### src/common/spmmio_pkg.sv
package spmmio_pkg;

   // device codes in the top byte of the address
   typedef enum logic [0:7] {
      DEV_MISC = 8'h00,
      DEV_KBD  = 8'h04
   } spmmio_dev_e;

   typedef enum logic [0:3] {
      MISC_LED     = 4'd0,
      MISC_SCRATCH = 4'd1,
      MISC_SWRST   = 4'd2,
      MISC_ID      = 4'd3
   } misc_reg_e;

   typedef enum logic [0:3] {
      KBD_STATUS = 4'd0,
      KBD_DATA   = 4'd1
   } kbd_reg_e;

   // one request as seen by a device, bit 0 is the msb throughout
   typedef struct packed {
      logic [0:3]  reg_idx;
      logic [0:3]  sel;
      logic        we;
      logic [0:31] dat;
   } bus_req_t;

   // shift state sits above the key code when packed into a word
   typedef struct packed {
      logic [0:3] shift;
      logic [0:6] code;
   } kbd_entry_t;

   localparam logic [0:31] SPMMIO_ID = 32'h5350_4d31; // ascii "SPM1"

endpackage

### src/keyboard/kbd_fifo.sv
`timescale 1ns/1ps

module kbd_fifo #(
   parameter int DEPTH = 8
) (
   input  logic                    clk,
   input  logic                    rst_i,
   input  logic                    push_i,
   input  spmmio_pkg::kbd_entry_t  din_i,
   input  logic                    pop_i,
   output spmmio_pkg::kbd_entry_t  dout_o,
   output logic [0:6]              count_o,
   output logic                    full_o,
   output logic                    empty_o
);

   import spmmio_pkg::*;

   localparam int AW = $clog2(DEPTH);

   kbd_entry_t    mem [DEPTH];
   logic [AW-1:0] wr_ptr_q;
   logic [AW-1:0] rd_ptr_q;
   logic [6:0]    count_q;
   logic          do_push;
   logic          do_pop;

   assign full_o  = (count_q == 7'(DEPTH));
   assign empty_o = (count_q == 7'd0);

   // when full a push only lands if the head leaves in the same cycle
   assign do_push = push_i && (!full_o || pop_i);
   assign do_pop  = pop_i && !empty_o;

   always_ff @(posedge clk) begin
      if (do_push) begin
         mem[wr_ptr_q] <= din_i;
      end
   end

   always_ff @(posedge clk) begin
      if (rst_i) begin
         wr_ptr_q <= '0;
         rd_ptr_q <= '0;
         count_q  <= '0;
      end else begin
         if (do_push) begin
            wr_ptr_q <= wr_ptr_q + 1'b1; // depth is a power of two so this wraps
         end
         if (do_pop) begin
            rd_ptr_q <= rd_ptr_q + 1'b1;
         end
         case ({do_push, do_pop})
            2'b10:   count_q <= count_q + 7'd1;
            2'b01:   count_q <= count_q - 7'd1;
            default: count_q <= count_q;
         endcase
      end
   end

   assign dout_o  = mem[rd_ptr_q];
   assign count_o = count_q;

   a_no_pop_empty : assert property (@(posedge clk) disable iff (rst_i)
      pop_i |-> !empty_o)
      else $error("pop while fifo empty");

   a_count_max : assert property (@(posedge clk) disable iff (rst_i)
      count_q <= 7'(DEPTH))
      else $error("fifo count above depth");

endmodule

### src/keyboard/spmmio_keyboard.sv
`timescale 1ns/1ps

module spmmio_keyboard #(
   parameter int KBD_DEPTH = 8
) (
   input  logic                  clk,
   input  logic                  rst_i,
   input  logic                  cs_i,
   input  spmmio_pkg::bus_req_t  req_i,
   output logic [0:31]           q_o,
   input  logic                  keypress_i,
   input  logic [0:6]            keycode_i,
   input  logic [0:3]            shift_state_i,
   output logic                  irq_o
);

   import spmmio_pkg::*;

   kbd_reg_e   reg_sel;
   kbd_entry_t key_entry;
   kbd_entry_t head;
   logic [0:6] count;
   logic       full;
   logic       empty;
   logic       pop;
   logic       ovf_q;
   logic       ovf_clr;
   logic       key_lost;

   assign reg_sel = kbd_reg_e'(req_i.reg_idx);

   assign key_entry = '{shift: shift_state_i, code: keycode_i};

   // a data read takes the head away, but only if there is one
   assign pop = cs_i && !req_i.we && (reg_sel == KBD_DATA) && !empty;

   assign ovf_clr  = cs_i && req_i.we && (reg_sel == KBD_STATUS) && req_i.dat[29];
   assign key_lost = keypress_i && full && !pop;

   always_ff @(posedge clk) begin
      if (rst_i) begin
         ovf_q <= 1'b0;
      end else if (key_lost) begin
         ovf_q <= 1'b1; // a fresh loss wins over a clear in the same cycle
      end else if (ovf_clr) begin
         ovf_q <= 1'b0;
      end
   end

   kbd_fifo #(
      .DEPTH (KBD_DEPTH)
   ) fifo (
      .clk     (clk),
      .rst_i   (rst_i),
      .push_i  (keypress_i),
      .din_i   (key_entry),
      .pop_i   (pop),
      .dout_o  (head),
      .count_o (count),
      .full_o  (full),
      .empty_o (empty)
   );

   always_comb begin
      q_o = '0;
      case (reg_sel)
         KBD_STATUS: begin
            q_o[16:23] = {1'b0, count};
            q_o[29]    = ovf_q;
            q_o[30]    = full;
            q_o[31]    = empty;
         end
         KBD_DATA: begin
            if (!empty) begin
               q_o[21:31] = head;
            end
         end
         default: q_o = '0;
      endcase
   end

   assign irq_o = !empty;

endmodule

### src/logic/spmmio_misc.sv
`timescale 1ns/1ps

module spmmio_misc (
   input  logic                  clk,
   input  logic                  rst_i,
   input  logic                  cs_i,
   input  spmmio_pkg::bus_req_t  req_i,
   output logic [0:31]           q_o,
   output logic                  led_red_o,
   output logic                  led_green_o,
   output logic [0:4]            sw_reset_o
);

   import spmmio_pkg::*;

   misc_reg_e   reg_sel;
   logic        wr;
   logic        led_red_q;
   logic        led_green_q;
   logic [0:31] scratch_q;
   logic [0:4]  sw_reset_q;

   assign reg_sel = misc_reg_e'(req_i.reg_idx);
   assign wr      = cs_i && req_i.we;

   always_ff @(posedge clk) begin
      if (rst_i) begin
         led_red_q   <= 1'b0;
         led_green_q <= 1'b0;
      end else if (wr && reg_sel == MISC_LED && req_i.sel[3]) begin
         led_red_q   <= req_i.dat[31];
         led_green_q <= req_i.dat[30];
      end
   end

   always_ff @(posedge clk) begin
      if (rst_i) begin
         scratch_q <= '0;
      end else if (wr && reg_sel == MISC_SCRATCH) begin
         for (int i = 0; i < 4; i++) begin
            if (req_i.sel[i]) begin
               scratch_q[8*i +: 8] <= req_i.dat[8*i +: 8];
            end
         end
      end
   end

   // the pulse lasts one cycle, any other cycle loads zero
   always_ff @(posedge clk) begin
      if (rst_i) begin
         sw_reset_q <= '0;
      end else if (wr && reg_sel == MISC_SWRST) begin
         sw_reset_q <= req_i.dat[27:31];
      end else begin
         sw_reset_q <= '0;
      end
   end

   always_comb begin
      q_o = '0;
      case (reg_sel)
         MISC_LED: begin
            q_o[31] = led_red_q;
            q_o[30] = led_green_q;
         end
         MISC_SCRATCH: q_o = scratch_q;
         MISC_ID:      q_o = SPMMIO_ID;
         default:      q_o = '0; // swrst and unused indices
      endcase
   end

   assign led_red_o   = led_red_q;
   assign led_green_o = led_green_q;
   assign sw_reset_o  = sw_reset_q;

   a_swrst_pulse : assert property (@(posedge clk) disable iff (rst_i)
      (sw_reset_o != '0) |=> (sw_reset_o == '0))
      else $error("sw_reset_o held for more than one cycle");

endmodule

### src/spmmio/spmmio.sv
`timescale 1ns/1ps

module spmmio #(
   parameter int KBD_DEPTH = 8
) (
   input  logic        clk,
   input  logic        rst_i,

   input  logic [0:23] adr_i, // bit 21 is the least significant word address bit
   input  logic        stb_i,
   input  logic        cyc_i,
   input  logic [0:3]  sel_i,
   input  logic        we_i,
   input  logic [0:31] dat_i,
   output logic        ack_o,
   output logic [0:31] dat_o,

   output logic        led_red_o,
   output logic        led_green_o,
   output logic [0:4]  sw_reset_o,

   input  logic        keypress_i,
   input  logic [0:6]  keycode_i,
   input  logic [0:3]  shift_state_i,
   output logic        kbd_irq_o
);

   import spmmio_pkg::*;

   spmmio_dev_e dev;
   bus_req_t    req;
   logic        cs_misc;
   logic        cs_kbd;
   logic [0:31] q_misc;
   logic [0:31] q_kbd;

   assign dev = spmmio_dev_e'(adr_i[0:7]);

   assign req = '{reg_idx: adr_i[18:21], sel: sel_i, we: we_i, dat: dat_i};

   assign cs_misc = cyc_i && stb_i && (dev == DEV_MISC);
   assign cs_kbd  = cyc_i && stb_i && (dev == DEV_KBD);

   // every access completes in the strobe cycle
   assign ack_o = stb_i;

   always_comb begin
      case (dev)
         DEV_MISC: dat_o = q_misc;
         DEV_KBD:  dat_o = q_kbd;
         default:  dat_o = '0; // unmapped codes read as zero
      endcase
   end

   spmmio_misc misc (
      .clk         (clk),
      .rst_i       (rst_i),
      .cs_i        (cs_misc),
      .req_i       (req),
      .q_o         (q_misc),
      .led_red_o   (led_red_o),
      .led_green_o (led_green_o),
      .sw_reset_o  (sw_reset_o)
   );

   spmmio_keyboard #(
      .KBD_DEPTH (KBD_DEPTH)
   ) keyboard (
      .clk           (clk),
      .rst_i         (rst_i),
      .cs_i          (cs_kbd),
      .req_i         (req),
      .q_o           (q_kbd),
      .keypress_i    (keypress_i),
      .keycode_i     (keycode_i),
      .shift_state_i (shift_state_i),
      .irq_o         (kbd_irq_o)
   );

   a_one_cs : assert property (@(posedge clk) disable iff (rst_i)
      $onehot0({cs_misc, cs_kbd}))
      else $error("both device selects high at once");

endmodule

### config.mk
export PLATFORM = sky130hd
export DESIGN_NAME = spmmio
export DESIGN_NICKNAME = d
export VERILOG_FILES = /design/src/common/spmmio_pkg.sv /design/src/keyboard/kbd_fifo.sv /design/src/keyboard/spmmio_keyboard.sv /design/src/logic/spmmio_misc.sv /design/src/spmmio/spmmio.sv
export SDC_FILE = /design/constraint.sdc
export NUM_CORES = 1
export LEC_CHECK = 0
export BUFFER_PORTS_ARGS = -buffer_cell sky130_fd_sc_hd__buf_2
export CAP_MARGIN = 15
export CORE_ASPECT_RATIO = 2
export CORE_UTILIZATION = 56
export CTS_BUF_LIST = sky130_fd_sc_hd__clkbuf_16
export DETAILED_ROUTE_END_ITERATION = 6
export HOLD_SLACK_MARGIN = 0.06
export PLACE_DENSITY = 0.8
export SYNTH_ARGS = -nofsm -noshare
export SYNTH_HDL_FRONTEND = slang
export SYNTH_SLANG_ARGS = --single-unit
### constraint.sdc
create_clock -name clk -period 3.8 [get_ports clk]
set_input_delay 0.57 -clock clk [delete_from_list [all_inputs] [get_ports clk]]
set_output_delay 0.57 -clock clk [all_outputs]
set_load 0.02 [all_outputs]
==> flow_summary.toml, run 1 <==
[status]
status = "finished, final reports clean"

[sta]
tightestPinTransition_ns = 1.019
fin_tns_setup_ns = 0
fin_crit_sh = 0.8880
setup-violations-final = 0
max_freq_ghz = 0.2964
fin_crit_ns = 3.374
max-slew-margin-rel = 0.3207
finalHoldViolCount = 0
finClkSkew_ns = 0.009769
rsz0062_at_grt = "no"
drv_slew = 0

[yosys]
syn_nets = 604
synth_edf_count = 88
synthArstFlopShare = 0
synth_seq_area_share = 0.5861
ys_warn_count = 0
synthCells = 518
avgSynthCellArea_um2 = 12.40
syn-cell-area_um2 = 6421
netlist-cell-type-count = 60
ys.flop_type = "edfxtp_1"
synth_seq_cells = 144

[detailed_routing]
drtIter0Drc = 335
vias_per_cell = 6.182
drtPass1Iterations = 5
avgRoutedWirePerCell_um = 20.66
wirelength_um = 16140
drc = 0
drt.antenna.violating_nets = 0
vias = 4828

[die]
die_x_um = 77.72
core_um2 = 11220
dieArea_um2 = 11920
die-height_um = 153.4
boundaryPins = 118
num_rows = 55
start_util = 0.5724

[setup_path]
critPathLaunchType = "input pin"
worst-path-buf-inv = 4
crit_type = "in -> out"
crit_slowest_cell = "or4b_1"
reg2reg_setup_slack_ns = 0.53
max_stage_delay_ns = 0.74
critPathRequiredTime_ns = 3.23
crit_path_cell_trace = "buf_2 -> buf_4 -> or4b_1 -> nor4_4 -> buf_4 -> a22oi_1 -> o21ai_0 -> buf_2"
crit_arrival_ns = 2.80
end_kind = "primary output"
reg2reg_from = "keyboard.fifo.count_o[6]$_SDFFE_PP0P_"
path_max_fanout = 18
r2r_cells = 10
crit_family = "simple AND/OR/NAND/NOR gates"
regToRegEndpoint = "keyboard.fifo.count_o[0]$_SDFFE_PP0P_"

[clocking]
clk_pin_slew_ns = 0.06
clock_latency_ns = 0.43
ctsResizeCount = 0
cts_hold_buf = 0
cts_buffers = 17
cts_tree = "yes"
cts.sinks = 144
h-tree-depth = 4
clockBufferDepth = 2
postCtsSetupRepairBufs = 0
clockRootBuffer = "clkbuf_16"

[power]
p_leak_nw = 2.853
vdd_drop_max_mv = 0.4074
power_density_nw_per_um2 = 457.8

[layout]
nets = 712
area_growth_syn_to_layout_pct = 20.71
drive_above_1_share = 0.3114
insertedDiodeCount = 0
fin_area_um2 = 7751

[hold_path]
worstHoldStart = "dat_i[28]"
whs_path_depth = 2
hold_path.class = "in -> reg"
min_to = "misc.sw_reset_o[1]$_SDFF_PP0_"

[flow_run]
max-cap-violations = 0

[placed_design]
dpl_cell_area_um2 = 7154
gp_congestion = 0.8793
dpl.hpwl_um = 11190
io_buffers = 105

[global_routing]
grt-ovfl-total = 0
grt_max_degree = 57
antenna_found_initial = 0
grt_pass1_vias = 4994
grt_pass1_wl_um = 25120
grtUsageTotal = 0.2878
[per-stage QoR]
step                      std cells  setup WS [ns]  hold WS, ns  total power, mW  utilization
after floorplan                 518         0.3684       0.4446            1.817            -
after global placement          749         0.2387       0.4522            1.898       0.6378
after detailed placement        749         0.1160       0.4612            1.907       0.6378
after CTS                       781         0.4503       0.3550            3.577       0.6910
after global routing            781         0.3082       0.3628            3.658       0.6910
final                           781         0.4257       0.3724            3.549       0.6910
[sequential cells by signal, indices dropped and copies added (netlist names), named ones only]
name                    flops
keyboard.fifo.count_o       7
keyboard.fifo.mem          88
keyboard.fifo.rd_ptr_q      3
keyboard.fifo.wr_ptr_q      3
keyboard.ovf_q              1
misc.led_green_o            1
misc.led_red_o              1
misc.scratch_q             32
misc.sw_reset_o             5
[where the power goes]
part / switching, mW / internal (mW) / leakage (nW)
clock network: 0.684 / 0.988 / 0.293
logic: 0.112 / 0.0682 / 1.31
registers: 0.0137 / 1.68 / 1.25
total: 0.810 / 2.74 / 2.85
[worst max-delay path by stage]
stage / startpoint / end / depth (start not counted)
floorplan: adr_i[20] / keyboard.fifo.count_o[0]$_SDFFE_PP0P_ / 11
global placement: adr_i[2] / keyboard.fifo.count_o[0]$_SDFFE_PP0P_ / 11
detailed placement: adr_i[2] / keyboard.fifo.count_o[0]$_SDFFE_PP0P_ / 11
CTS: adr_i[20] / dat_o[22] / 8
global route: adr_i[2] / keyboard.fifo.count_o[0]$_SDFFE_PP0P_ / 11
finish: adr_i[20] / dat_o[22] / 8
[layout by cell type (no fill, tap or decap), types with 12 or more instances in the layout]
cell,count
buf_4,20
o21ai_0,31
and2_1,16
clkbuf_16,17
o21ai_1,16
a21oi_1,40
dfxtp_1,56
nor2_1,31
nand2_1,17
mux2i_1,12
mux4_2,22
nand3_1,43
buf_2,105
edfxtp_1,88
[final cells by class]
cell class | count | area [µm²]
sequential | 144 | 3764
fill | 793 | 3466
multi-input combinational | 332 | 2515
timing repair buffer | 125 | 675.6
clock buffer | 17 | 425.4
tap | 142 | 177.7
clock inverter | 15 | 171.4
inverter | 6 | 22.52
[worst register-to-register path, cell delays in order (launching register included)]
cell,delay (ns)
dfxtp_1,0.37
or4_4,0.60
nor4_4,0.21
buf_4,0.22
nor3_2,0.08
ha_1,0.33
ha_1,0.26
or2_2,0.33
o21a_1,0.21
o211ai_1,0.20
mux2_2,0.35
[per-layer routing]
layer | track usage | share of wire
met4 | 0.2147 | 0.057
met3 | 0.07045 | 0.058
met1 | 0.2673 | 0.33
met5 | 0 | 0
met2 | 0.5247 | 0.55
[synth_stat cells (3+ instances only)]
master	count	area, µm²
edfxtp_1	88	2643
dfxtp_1	56	1121
nand3_1	43	215.2
a21oi_1	40	200.2
nor2_1	31	116.4
o21ai_0	31	155.2
clkbuf_1	22	82.58
mux4_2	22	495.5
nand2_1	17	63.81
and2_1	16	100.1
o21ai_1	16	80.08
mux2i_1	12	120.1
buf_2	10	50.05
ha_1	8	100.1
nor2b_1	7	43.79
and3_1	6	37.54
nor4b_1	6	52.55
inv_1	5	18.77
nor3_1	5	25.02
mux2_1	4	45.04
nand4_1	4	25.02
nor4_1	4	25.02
o211ai_1	4	30.03
buf_1	3	11.26
mux2_2	3	33.78
nor3b_1	3	22.52
nor4_4	3	63.81
o22ai_1	3	18.77
o31ai_1	3	22.52
or4_1	3	22.52
[logic make-up (layout without fill, tap and decap cells)]
family | Yosys count | count (layout) | synth area share
fa+ha+maj | 9 | 9 | 0.01871
mux | 41 | 41 | 0.1081
simple gates | 166 | 166 | 0.1534
xor+xnor | 2 | 2 | 0.002728
compound gates | 114 | 114 | 0.1039
buf+inv | 42 | 163 | 0.02709
flops | 144 | 144 | 0.5861
No activity file was read; power rests on OpenSTA's default activity.
==> run 2: changes to the inputs <==
--- a/config.mk
+++ b/config.mk
@@ -12,7 +12,7 @@
 export CTS_BUF_LIST = sky130_fd_sc_hd__clkbuf_16
 export DETAILED_ROUTE_END_ITERATION = 6
 export HOLD_SLACK_MARGIN = 0.06
-export PLACE_DENSITY = 0.8
+export PLACE_DENSITY = 0.86
 export SYNTH_ARGS = -nofsm -noshare
 export SYNTH_HDL_FRONTEND = slang
 export SYNTH_SLANG_ARGS = --single-unit
==> run 2 against run 1 <==
Against the previous run: hold slack improved by 0.015 ns; sequential share of layout area is essentially flat; clock-buffer cell count is the same; critical endpoint is now keyboard.fifo.count_o[0]$_SDFFE_PP0P_; highest routed layer unchanged.
==> flow_summary.toml, run 2 (same netlist as run 1, synthesis figures left out) <==
[status]
status = "finished, final reports clean"

[global_routing]
grt_pass1_vias = 5105
use_met1 = 0.2682
use_met2 = 0.5166
met3_usage = 0.06388
grt-ovfl-total = 0
antenna_found_initial = 0
grt_pass1_wl_um = 25120
busiest_layer = "met2"
grtUsageTotal = 0.2844
grt_max_degree = 57

[clocking]
cts_tree = "yes"
cts_buffers = 17
clock_latency_ns = 0.42
clockRootBuffer = "clkbuf_16"
postCtsSetupRepairBufs = 0
clockBufferDepth = 2
clk_pin_slew_ns = 0.06
cts.sinks = 144
h-tree-depth = 4
cts_hold_buf = 0
ctsResizeCount = 0

[layout]
area_growth_syn_to_layout_pct = 20.60
stdcell_count = 781
final_cell_mix = "105 x buf_2, 88 x edfxtp_1, 56 x dfxtp_1, 43 x nand3_1, 40 x a21oi_1"
top_register = "keyboard.fifo.mem"
drive_above_1_share = 0.3099
multi_input_area_um2 = 2515
regArea_um2 = 3764
postLayoutCoreUtil = 0.6904
fillers = 741
nets = 713
largest_reg_flops = 88
final_common_cell = "buf_2"
fin_area_um2 = 7744
insertedDiodeCount = 0

[placed_design]
io_buffers = 105
dpl_cell_area_um2 = 7174
pre_cts_slack_ns = 0.1248
dpl.hpwl_um = 11120
place_inst = 750
gp_congestion = 0.8567

[setup_path]
crit_path_frequent_cell = "inv_1"
crit_type = "reg -> reg"
reg2reg_setup_slack_ns = 0.43
crit_path_cell_trace = "or3b_2 -> o21ai_0 -> o31ai_2 -> inv_1 -> ha_1 -> inv_1 -> fa_1 -> nor2b_1 -> o2111ai_1 -> o211ai_1 -> mux2_2"
crit_arrival_ns = 3.67
critPathRequiredTime_ns = 4.11
crit_slowest_cell = "or3b_2"
path_max_fanout = 9
end_kind = "register"
crit_family = "simple AND/OR/NAND/NOR gates"
max_stage_delay_ns = 0.56
critPathLaunchType = "register"
worst-path-buf-inv = 2

[sta]
drv_slew = 0
fin_crit_sh = 0.8860
rsz0062_at_grt = "no"
max_freq_ghz = 0.2970
worst_slack_ns = 0.4331
fin_crit_ns = 3.367
fin_tns_setup_ns = 0
setup-violations-final = 0
finalHoldViolCount = 0
max-slew-margin-rel = 0.3081
finClkSkew_ns = 0.004390
tightestPinTransition_ns = 1.038

[detailed_routing]
wirelength_um = 16040
drtIter0Drc = 410
drt.antenna.violating_nets = 0
drc = 0
drtPass1Iterations = 6
vias = 4862
vias_per_cell = 6.225
avgRoutedWirePerCell_um = 20.53

[die]
dieArea_um2 = 11920
num_rows = 55
start_util = 0.5724
boundaryPins = 118
core_um2 = 11220
die_x_um = 77.72
die-height_um = 153.4

[flow_run]
max-cap-violations = 0

[hold_path]
hold_path.class = "in -> reg"

[power]
vdd_drop_max_mv = 0.3869
p_leak_nw = 2.848
power_density_nw_per_um2 = 449.8
[run 2: changes by cell type in the layout (fill, tap and decap cells not counted), sizes merged]
cell	previous run	this run
clkinv	1	4
clkinvlp	2	3
inv	16	11
buf	125	126
[run 2: metal layers]
layer	part of all wire	up-vias	routed length (µm)
met1	0.33	2345	5334
met3	0.054	81	868
met5	0	-	0
li1	-	2200	-
met4	0.063	0	1013
met2	0.55	236	8819
[run 2: worst paths after layout]
path	cells past startpoint	from	endpoint
setup / recovery	11	keyboard.fifo.count_o[3]$_SDFFE_PP0P_	keyboard.fifo.count_o[0]$_SDFFE_PP0P_
hold / removal	2	dat_i[27]	misc.sw_reset_o[0]$_SDFF_PP0_
hold reg to reg	2	misc.scratch_q[10]$_SDFFE_PP0P_	misc.scratch_q[10]$_SDFFE_PP0P_
setup reg to reg	11	keyboard.fifo.count_o[3]$_SDFFE_PP0P_	keyboard.fifo.count_o[0]$_SDFFE_PP0P_
[run 2: power by group]
part           internal (mW)  switching, mW  total [mW]
logic                 0.0692          0.114       0.183
registers               1.68         0.0131        1.70
clock network          0.962          0.641        1.60
[run 2: layout make-up]
type	count	area share
multi-input combinational	332	0.3248
inverter	6	0.002908
timing repair buffer	126	0.08984
sequential	144	0.4860
clock buffer	17	0.05494
clock inverter	14	0.01858
tap	142	0.02294
[run 2: stage by stage]
stage / hold slack (ns) / power [mW]
2_1_floorplan: 0.4446 / 1.817
3_3_place_gp: 0.4536 / 1.900
3_5_place_dp: 0.4613 / 1.909
4_1_cts: 0.3760 / 3.492
5_1_grt: 0.3783 / 3.573
6_report: 0.3873 / 3.483
==> run 3: changes to the inputs <==
==> constraint.sdc (replaced) <==
create_clock -name clk -period 3.8 [get_ports clk]
set_input_delay 0.76 -clock clk [delete_from_list [all_inputs] [get_ports clk]]
set_output_delay 0.76 -clock clk [all_outputs]
set_load 0.02 [all_outputs]
==> run 3 against run 2 <==
Against the previous run: sequential share of layout area decreased by 0.094 points; design area increased by 0.19%; sequential power about the same; worst setup slack got worse by 0.096 ns; flip-flop and latch count unchanged.
==> flow_summary.toml, run 3 (same netlist as run 1, synthesis figures left out) <==
[detailed_routing]
wirelength_um = 16570
drtIter0Drc = 487
vias_per_cell = 6.228
drtPass1Iterations = 5
drt.antenna.violating_nets = 0
drc = 0
avgRoutedWirePerCell_um = 21.03
vias = 4908

[layout]
drive_above_1_share = 0.3189
postLayoutCoreUtil = 0.6917
fin_area_um2 = 7759
nets = 719
top_register = "keyboard.fifo.mem"
largest_reg_flops = 88
final_cell_mix = "105 x buf_2, 88 x edfxtp_1, 56 x dfxtp_1, 43 x nand3_1, 40 x a21oi_1"
insertedDiodeCount = 0
final_common_cell = "buf_2"
area_growth_syn_to_layout_pct = 20.83

[die]
core_um2 = 11220
start_util = 0.5724
die-height_um = 153.4
die_x_um = 77.72
boundaryPins = 118
num_rows = 55
dieArea_um2 = 11920

[global_routing]
grt_pass1_wl_um = 25860
grt_max_degree = 57
antenna_found_initial = 0
grt_pass1_vias = 5058
grtUsageTotal = 0.2938
grt-ovfl-total = 0

[sta]
max-slew-margin-rel = 0.3221
finalHoldViolCount = 0
max_freq_ghz = 0.2888
fin_tns_setup_ns = 0
fin_crit_sh = 0.9113
fin_hold_ws_ns = 0.4758
drv_slew = 0
setup-violations-final = 0
finClkSkew_ns = 0.007369
tightestPinTransition_ns = 1.017
fin_crit_ns = 3.463
rsz0062_at_grt = "no"

[setup_path]
regToRegEndpoint = "keyboard.fifo.count_o[0]$_SDFFE_PP0P_"
end_kind = "primary output"
crit_start = "adr_i[21]"
reg2reg_setup_slack_ns = 0.46
r2r_cells = 12
crit_arrival_ns = 2.70
critPathLaunchType = "input pin"
reg2reg_from = "keyboard.fifo.count_o[6]$_SDFFE_PP0P_"
critPathRequiredTime_ns = 3.04
crit_end = "dat_o[22]"
crit_type = "in -> out"
path_max_fanout = 15

[power]
p_leak_nw = 2.861
p_int_mw = 2.609
seqPwrFrac = 0.494
vdd_drop_max_mv = 0.4938
power_density_nw_per_um2 = 442.7
clock_power_share = 0.452
switching_share = 0.2405
combinationalPowerShare = 0.054
switching_power_uw = 826.0

[clocking]
cts.sinks = 144
clock_latency_ns = 0.42
cts_buffers = 17
clk_pin_slew_ns = 0.06
clockBufferDepth = 2
clockRootBuffer = "clkbuf_16"
postCtsSetupRepairBufs = 0
ctsResizeCount = 0
cts_hold_buf = 0
h-tree-depth = 4
cts_tree = "yes"

[placed_design]
io_buffers = 105
dpl_cell_area_um2 = 7207
gp_congestion = 0.8870
dpl.hpwl_um = 11400

[flow_run]
max-cap-violations = 0

[hold_path]
hold_path.class = "reg -> reg"

[status]
status = "finished, final reports clean"
==> run 3: through the flow <==
step                cells  worst slack (ns)  power (mW)
floorplan             518            0.1784       1.817
global placement      756            0.2031       1.900
detailed placement    756            0.1334       1.910
CTS                   788            0.3499       3.447
global route          788            0.2194       3.526
finish                788            0.3370       3.435
==> run 3: power groups by stage <==
stage / Sequential (mW) / Combinational [mW] / Clock [mW]
after floorplan: 1.73 / 0.0908 / 0
after global placement: 1.73 / 0.174 / 0
after detailed placement: 1.73 / 0.181 / 0
after CTS: 1.70 / 0.185 / 1.57
after global routing: 1.70 / 0.199 / 1.63
final: 1.70 / 0.186 / 1.55
==> run 3: cell type report <==
type | count | area (µm²)
Sequential cell | 144 | 3764
Fill cell | 776 | 3458
Multi-Input combinational cell | 332 | 2515
Timing Repair Buffer | 132 | 728.2
Clock buffer | 17 | 425.4
Tap cell | 142 | 177.7
Clock inverter | 15 | 126.4
Inverter | 6 | 22.52
==> run 3: worst min-delay path by stage <==
stage,endpoint,start,depth (start not counted)
floorplan,misc.scratch_q[10]$_SDFFE_PP0P_,misc.scratch_q[10]$_SDFFE_PP0P_,2
global route,misc.scratch_q[4]$_SDFFE_PP0P_,misc.scratch_q[4]$_SDFFE_PP0P_,2
global placement,misc.scratch_q[10]$_SDFFE_PP0P_,misc.scratch_q[10]$_SDFFE_PP0P_,2
detailed placement,misc.scratch_q[1]$_SDFFE_PP0P_,misc.scratch_q[1]$_SDFFE_PP0P_,2
finish,misc.scratch_q[23]$_SDFFE_PP0P_,misc.scratch_q[23]$_SDFFE_PP0P_,2
CTS,misc.scratch_q[1]$_SDFFE_PP0P_,misc.scratch_q[1]$_SDFFE_PP0P_,2
==> run 3: per-layer routing <==
metal / up-vias / global-route usage / share of wire
met5: - / 0 / 0
met4: 0 / 0.1860 / 0.058
met3: 77 / 0.06687 / 0.066
met2: 274 / 0.5390 / 0.55
met1: 2344 / 0.2881 / 0.33
li1: 2213 / - / -
==> run 3: worst max-delay path, cell delays in order <==
cell and delay [ns]:
buf_2 0.17, nor4b_4 0.24, buf_4 0.25, and4_1 0.32, nand2_1 0.34, o21ai_0 0.37
buf_2 0.23
